<file path="config.mk">
export PLATFORM = sky130hd
export DESIGN_NAME = fp16_cmp_unit
export DESIGN_NICKNAME = d
export VERILOG_FILES = /design/src/verilog/fp16_pkg.sv /design/src/verilog/fp16_decomp.sv /design/src/verilog/fp16_compare.sv /design/src/verilog/fp16_minmax.sv /design/src/verilog/fp16_cmp_unit.sv
export SDC_FILE = /design/constraint.sdc
export NUM_CORES = 1
export LEC_CHECK = 0
export BUFFER_PORTS_ARGS = -buffer_cell sky130_fd_sc_hd__buf_2
export CAP_MARGIN = 5
export CORE_UTILIZATION = 25
export DETAILED_ROUTE_END_ITERATION = 8
export GPL_ROUTABILITY_DRIVEN = 0
export HOLD_SLACK_MARGIN = 0.06
export PLACE_DENSITY = 0.53
export SLEW_MARGIN = 20
export SYNTH_ARGS = -nofsm -noshare
export SYNTH_HDL_FRONTEND = slang
export SYNTH_HIERARCHICAL = 1
export SYNTH_SLANG_ARGS = --single-unit
</file>
<file path="constraint.sdc">
create_clock -name clk -period 5.05 [get_ports clk]
set_input_delay 1.01 -clock clk [delete_from_list [all_inputs] [get_ports clk]]
set_output_delay 1.01 -clock clk [all_outputs]
set_load 0.005 [all_outputs]
</file>
<file path="src/verilog/fp16_pkg.sv">
`default_nettype none

package fp16_pkg;

	// ==========================================================
	// binary16 field layout
	// ==========================================================

	// top bit index of the 5-bit exponent field
	localparam int fp16_emsb = 4;
	// top bit index of the 10-bit fraction field
	localparam int fp16_fmsb = 9;

	// one half-precision word
	// bit 15 sign, bits 14..10 biased exponent, bits 9..0 fraction
	typedef logic [fp16_emsb+fp16_fmsb+2:0] fp16_t;

	// canonical quiet nan
	// exponent all ones, fraction msb set, sign clear
	localparam fp16_t fp16_qnan = 16'h7e00;

	// ==========================================================
	// opcodes
	// ==========================================================

	// one opcode per issued operand pair
	typedef enum logic [2:0]
	{
		// full 16-bit predicate vector
		op_cmp = 3'd0,
		// single-bit equal
		op_eq  = 3'd1,
		// single-bit less than
		op_lt  = 3'd2,
		// single-bit less or equal
		op_le  = 3'd3,
		// single-bit unordered
		op_un  = 3'd4,
		// ieee minNum
		op_min = 3'd5,
		// ieee maxNum
		op_max = 3'd6
	} fp16_op_e;

	// ==========================================================
	// predicate vector bit positions
	// ==========================================================

	// bits 5..7 and 13..15 read as zero
	// bits 8..12 hold the complements of bits 0..4
	localparam int cmp_bit_eq    = 0;
	localparam int cmp_bit_lt    = 1;
	localparam int cmp_bit_le    = 2;
	// magnitude only, sign ignored
	localparam int cmp_bit_ltmag = 3;
	localparam int cmp_bit_un    = 4;

endpackage

`default_nettype wire

</file>
<file path="src/verilog/fp16_decomp.sv">
`timescale 1ns/1ps
`default_nettype none

module fp16_decomp
(
	input  fp16_pkg::fp16_t              i,
	output logic                         sgn,
	output logic [fp16_pkg::fp16_emsb:0] exp,
	output logic [fp16_pkg::fp16_fmsb:0] man,
	output logic                         vz,
	output logic                         nan,
	output logic                         qnan,
	output logic                         snan
);
	import fp16_pkg::*;

	// exponent field is all ones, so inf or nan
	logic exp_ones;
	// exponent field is all zeros, so zero or subnormal
	logic exp_zero;
	// any fraction bit set
	logic man_nz;

	// ==========================================================
	// field extraction
	// ==========================================================

	// sign sits above exponent and fraction
	assign sgn = i[fp16_emsb+fp16_fmsb+2];
	// exponent directly above the fraction
	assign exp = i[fp16_fmsb+1 +: fp16_emsb+1];
	assign man = i[fp16_fmsb:0];

	// ==========================================================
	// classification
	// ==========================================================

	assign exp_ones = &exp;
	assign exp_zero = ~|exp;
	assign man_nz   = |man;

	// zero of either sign, subnormals are not zero here
	assign vz = exp_zero & ~man_nz;

	// all-ones exponent with a nonzero fraction
	assign nan = exp_ones & man_nz;

	// fraction msb picks quiet versus signaling
	assign qnan = nan & man[fp16_fmsb];
	assign snan = nan & ~man[fp16_fmsb];

endmodule

`default_nettype wire

</file>
<file path="src/verilog/fp16_compare.sv">
`timescale 1ns/1ps
`default_nettype none

module fp16_compare
(
	input  fp16_pkg::fp16_t a,
	input  fp16_pkg::fp16_t b,
	output logic [15:0]     pred,
	output logic            lt,
	output logic            eq,
	output logic            a_nan,
	output logic            b_nan,
	output logic            nan,
	output logic            snan
);
	import fp16_pkg::*;

	// decomposed operand a
	logic                sa;
	logic [fp16_emsb:0]  xa;
	logic [fp16_fmsb:0]  ma;
	logic                az;
	logic                a_snan;

	// decomposed operand b
	logic                sb;
	logic [fp16_emsb:0]  xb;
	logic [fp16_fmsb:0]  mb;
	logic                bz;
	logic                b_snan;

	// either operand is a nan
	logic unordered;
	// magnitude comparisons on exponent and fraction together
	logic mag_lt;
	logic mag_gt;
	// +0 against -0 counts as both zero
	logic both_zero;
	// signed less-than before nan gating
	logic lt_raw;

	// ==========================================================
	// operand decomposition
	// ==========================================================

	// quiet class not needed here, only nan and snan
	fp16_decomp i_decomp_a
	(
		.i    (a),
		.sgn  (sa),
		.exp  (xa),
		.man  (ma),
		.vz   (az),
		.nan  (a_nan),
		.qnan (),
		.snan (a_snan)
	);

	fp16_decomp i_decomp_b
	(
		.i    (b),
		.sgn  (sb),
		.exp  (xb),
		.man  (mb),
		.vz   (bz),
		.nan  (b_nan),
		.qnan (),
		.snan (b_snan)
	);

	// ==========================================================
	// ordering
	// ==========================================================

	assign unordered = a_nan | b_nan;
	assign both_zero = az & bz;

	// biased exponent then fraction orders magnitude as plain unsigned
	assign mag_lt = {xa, ma} < {xb, mb};
	assign mag_gt = {xa, ma} > {xb, mb};

	// different signs mean the negative one is smaller, unless +0/-0
	// same negative sign flips the magnitude test
	assign lt_raw = (sa ^ sb) ? (sa & ~both_zero) : (sa ? mag_gt : mag_lt);

	// nothing is ordered against a nan
	assign lt = ~unordered & lt_raw;
	assign eq = ~unordered & (both_zero | (a == b));

	// ==========================================================
	// predicate vector
	// ==========================================================

	always_comb
	begin
		pred = '0;
		pred[cmp_bit_eq]    = eq;
		pred[cmp_bit_lt]    = lt;
		pred[cmp_bit_le]    = lt | eq;
		pred[cmp_bit_ltmag] = mag_lt;
		pred[cmp_bit_un]    = unordered;
		// upper byte carries the complements
		pred[8+cmp_bit_eq]    = ~eq;
		pred[8+cmp_bit_lt]    = ~lt;
		pred[8+cmp_bit_le]    = ~(lt | eq);
		pred[8+cmp_bit_ltmag] = ~mag_lt;
		pred[8+cmp_bit_un]    = ~unordered;
	end

	// exception flags, snan raised whatever the op
	assign nan  = unordered;
	assign snan = a_snan | b_snan;

	// an operand pair can never be both equal and less
	a_eq_lt_exclusive: assert final (!(eq && lt))
		else $error("fp16_compare eq and lt both high for %h %h", a, b);

endmodule

`default_nettype wire

</file>
<file path="src/verilog/fp16_minmax.sv">
`timescale 1ns/1ps
`default_nettype none

module fp16_minmax
(
	input  fp16_pkg::fp16_t a,
	input  fp16_pkg::fp16_t b,
	input  logic            lt,
	input  logic            a_nan,
	input  logic            b_nan,
	input  logic            sel_max,
	output fp16_pkg::fp16_t res
);
	import fp16_pkg::*;

	// sign bits of both operands
	logic a_sgn;
	logic b_sgn;
	// +0 and -0 compare equal but are told apart by sign
	logic both_zero;
	// ordered pick before nan handling
	fp16_t ord_min;
	fp16_t ord_max;

	// ==========================================================
	// ordered selection
	// ==========================================================

	assign a_sgn = a[fp16_emsb+fp16_fmsb+2];
	assign b_sgn = b[fp16_emsb+fp16_fmsb+2];

	// magnitude bits all clear on both sides
	assign both_zero = ~|a[fp16_emsb+fp16_fmsb+1:0] & ~|b[fp16_emsb+fp16_fmsb+1:0];

	always_comb
	begin
		if (both_zero)
		begin
			// min prefers the negative zero, max the positive one
			ord_min = a_sgn ? a : b;
			ord_max = a_sgn ? b : a;
		end
		else
		begin
			// identical words land here too, either pick is the same value
			ord_min = lt ? a : b;
			ord_max = lt ? b : a;
		end
	end

	// ==========================================================
	// nan rules
	// ==========================================================

	always_comb
	begin
		if (a_nan & b_nan)
			res = fp16_qnan;
		else if (a_nan)
			// a single nan yields the numeric operand
			res = b;
		else if (b_nan)
			res = a;
		else
			res = sel_max ? ord_max : ord_min;
	end

	// never invents a value other than an input or the canonical nan
	a_res_source: assert final (res == a || res == b || res == fp16_qnan)
		else $error("fp16_minmax result %h not from %h %h", res, a, b);

endmodule

`default_nettype wire

</file>
<file path="src/verilog/fp16_cmp_unit.sv">
`timescale 1ns/1ps
`default_nettype none

module fp16_cmp_unit
(
	input  logic                clk,
	input  logic                reset,
	input  logic                in_valid,
	input  fp16_pkg::fp16_op_e  op,
	input  fp16_pkg::fp16_t     a,
	input  fp16_pkg::fp16_t     b,
	output logic                out_valid,
	output logic [15:0]         result,
	output logic                nan,
	output logic                snan
);
	import fp16_pkg::*;

	// stage 1 registers
	logic      s1_valid;
	fp16_op_e  s1_op;
	fp16_t     s1_a;
	fp16_t     s1_b;

	// compare outputs
	logic [15:0] cmp_pred;
	logic        cmp_lt;
	logic        cmp_a_nan;
	logic        cmp_b_nan;
	logic        cmp_nan;
	logic        cmp_snan;

	// minmax path
	logic   sel_max;
	fp16_t  mm_res;

	// result selected by opcode, ahead of the stage 2 register
	logic [15:0] mux_res;

	// ==========================================================
	// stage 1 operand register
	// ==========================================================

	// valid bit is the only control state
	always_ff @(posedge clk)
	begin
		if (reset)
			s1_valid <= 1'b0;
		else
			s1_valid <= in_valid;
	end

	// payload follows the strobe, no enable needed
	always_ff @(posedge clk)
	begin
		s1_op <= op;
		s1_a  <= a;
		s1_b  <= b;
	end

	// ==========================================================
	// combinational compare and select
	// ==========================================================

	// eq is already folded into the predicate vector
	fp16_compare i_fp16_compare
	(
		.a     (s1_a),
		.b     (s1_b),
		.pred  (cmp_pred),
		.lt    (cmp_lt),
		.eq    (),
		.a_nan (cmp_a_nan),
		.b_nan (cmp_b_nan),
		.nan   (cmp_nan),
		.snan  (cmp_snan)
	);

	// max only for op_max, every other op sees min
	assign sel_max = (s1_op == op_max);

	// reuses the compare nan decode
	fp16_minmax i_fp16_minmax
	(
		.a       (s1_a),
		.b       (s1_b),
		.lt      (cmp_lt),
		.a_nan   (cmp_a_nan),
		.b_nan   (cmp_b_nan),
		.sel_max (sel_max),
		.res     (mm_res)
	);

	// ==========================================================
	// result multiplexer
	// ==========================================================

	always_comb
	begin
		case (s1_op)
			op_cmp:  mux_res = cmp_pred;
			// single-bit ops land in bit 0
			op_eq:   mux_res = {15'd0, cmp_pred[cmp_bit_eq]};
			op_lt:   mux_res = {15'd0, cmp_pred[cmp_bit_lt]};
			op_le:   mux_res = {15'd0, cmp_pred[cmp_bit_le]};
			op_un:   mux_res = {15'd0, cmp_pred[cmp_bit_un]};
			op_min:  mux_res = mm_res;
			op_max:  mux_res = mm_res;
			// unused encoding 7
			default: mux_res = '0;
		endcase
	end

	// ==========================================================
	// stage 2 output register
	// ==========================================================

	always_ff @(posedge clk)
	begin
		if (reset)
			out_valid <= 1'b0;
		else
			out_valid <= s1_valid;
	end

	// flags go out for every op, matching the result they travel with
	always_ff @(posedge clk)
	begin
		result <= mux_res;
		nan    <= cmp_nan;
		snan   <= cmp_snan;
	end

	// output strobe is quiet right after reset
	a_reset_clears_valid: assert property (@(posedge clk) reset |=> !out_valid)
		else $error("out_valid high in the cycle after reset");

endmodule

`default_nettype wire

</file>
==> impl_metrics.ini <==
[run_status]
outcome = finished clean

[sta]
slew_viol_final = 0
max_slew.worst_pin.slew_ps = 946.2
worst_hold_slack_ps = 452.5
relSlewSlack = 0.3644
finClkSkew_ps = 9.584
setup_slack_ps = 633.3
finalCritPeriodShare = 0.8746
fmax_mhz = 226.4
final.setup.tns_ps = 0
rsz0062_at_grt = no
setup_viol = 0
post-route-min-period_ps = 4417
finalHoldViolCount = 0

[route]
top_layer_used = met4
wire_per_inst_um = 14.11
vias_per_cell = 4.651
vias = 2549
wl_met2_mm = 3.492
first_pass_iters = 4
wl_mm = 7.734
drc = 0
ant_nets = 0
drt-met1-wl_mm = 3.445
wl_met3_um = 651
drt_iter0_drc = 296

[global_route]
grt_usage = 0.1227
grt_max_degree = 35
grt.overflow.total = 0
antenna_found_initial = 0
grt_pass1_vias = 2346
grt_pass1_wl_mm = 12.46

[clock_network]
cts.sinks = 55
cts_buffers = 5
clk-insertion-delay-late_ps = 290
htree_levels = 2
post_cts_buffers = 0
cts_buffer_depth = 2
path_clk_slew_ps = 70
cts_tree = built
root_buffer = clkbuf_16

[finish]
regArea_mm2 = 0.001101
fillerInstances = 1370
multi_input_area_mm2 = 0.001560
layout_commonest_cell = buf_2
area_delta_synth_final_pct = 7.758
layout.nets = 428
finalInstanceArea_mm2 = 0.003458
layout_common_cells = 56 x buf_2, 55 x dfxtp_1, 34 x inv_1
antenna_cells = 0
layout-drive-gt1-share = 0.2367

[worst_setup_path]
critPathLaunchType = flip-flop
reg2reg_from = s1_b[5]$_DFF_P_
rr_worst_depth = 14
worstSetupStartpoint = s1_b[5]$_DFF_P_
worstSetupEndpointType = flip-flop
arrival_ps = 4540
crit_required_ps = 5180
r2r_end = result[12]$_DFF_P_
reg2reg_slack_ps = 630
crit_type = flip-flop to flip-flop
critical_path_peak_fanout = 15

[die]
die-height_um = 115.3
initial_utilization = 0.2554
num_io_pins = 57
dieArea_mm2 = 0.01329
die_x_um = 115.3
rows = 41
core_mm2 = 0.01257

[worst_hold_path]
hold_end = out_valid$_SDFF_PP0_
hold_start = s1_valid$_SDFF_PP0_
hp-class = flip-flop to flip-flop
hold_depth = 1

[synth]
synth_cells = 360
synth-warning-count = 6
syn_area_mm2 = 0.003209
synth.avg_cell_area_um2 = 8.915

[power]
p_leak_nw = 1.563
powerDensity_mw_per_mm2 = 301.4
peakVddDrop_mv = 0.1350

[placed_design]
place_area_mm2 = 0.003293
pre_cts_ws_ps = 480.9
io_buffers = 56
dp_hpwl_mm = 6.068

[run]
maxCapViolCount = 0
[how the worst max path moves through the flow]
| stage | end | depth (start not counted) |
|---|---|---|
| 6_report | result[12]$_DFF_P_ | 14 |
| 5_1_grt | result[12]$_DFF_P_ | 14 |
| 4_1_cts | result[12]$_DFF_P_ | 14 |
| 3_5_place_dp | result[12]$_DFF_P_ | 14 |
| 3_3_place_gp | result[12]$_DFF_P_ | 14 |
| 2_1_floorplan | result[12]$_DFF_P_ | 15 |
[cell type report]
cell class / instances / area share
clock buffer: 6 / 0.04016
clock inverter: 2 / 0.005789
inverter: 34 / 0.03690
multi-input combinational: 221 / 0.4512
sequential: 55 / 0.3184
tap: 172 / 0.06223
timing repair buffer: 58 / 0.08538
[routing by layer]
layer	GRT usage	vias to the layer above
met5	0	-
met1	0.1632	1183
met2	0.1888	106
li1	-	1249
met4	0.04762	0
met3	0.03216	11
[timing repair]
item                                    in CTS  in global routing
endpoints found under the setup margin       0                  2
hold buffers                                 0                  0
resized for setup                            0                  1
[critical path, stage by stage, from the launching register on]
cell      delay, ps
dfxtp_1         370
or4_4           560
nor4_4          300
nor3_1          230
nor2_1          260
o21ai_0         120
a311oi_1        450
and3_1          420
nor3_1          110
o22a_1          250
nor3_4          490
a22oi_1         210
and3_2          260
a21oi_1         110
o22ai_1         110
[report_power, final]
group / switching, W / internal (W)
registers: 0.0000368 / 0.000462
clock network: 0.000161 / 0.000202
logic: 0.0000933 / 0.0000878
[flip-flops by register name (all words and copies together), names as in the netlist]
register,cells
result,16
s1_a,16
s1_b,16
s1_op,3
nan,1
out_valid,1
s1_valid,1
snan,1
[metrics by stage]
stage                     total power (W)  std cells  utilization
after floorplan                 0.0006540        365            -
after global placement          0.0006848        540       0.2620
after detailed placement        0.0006879        540       0.2620
after CTS                        0.001054        548       0.2747
after global routing             0.001099        548       0.2752
final                            0.001042        548       0.2752
No activity file was read; power rests on OpenSTA's default activity.
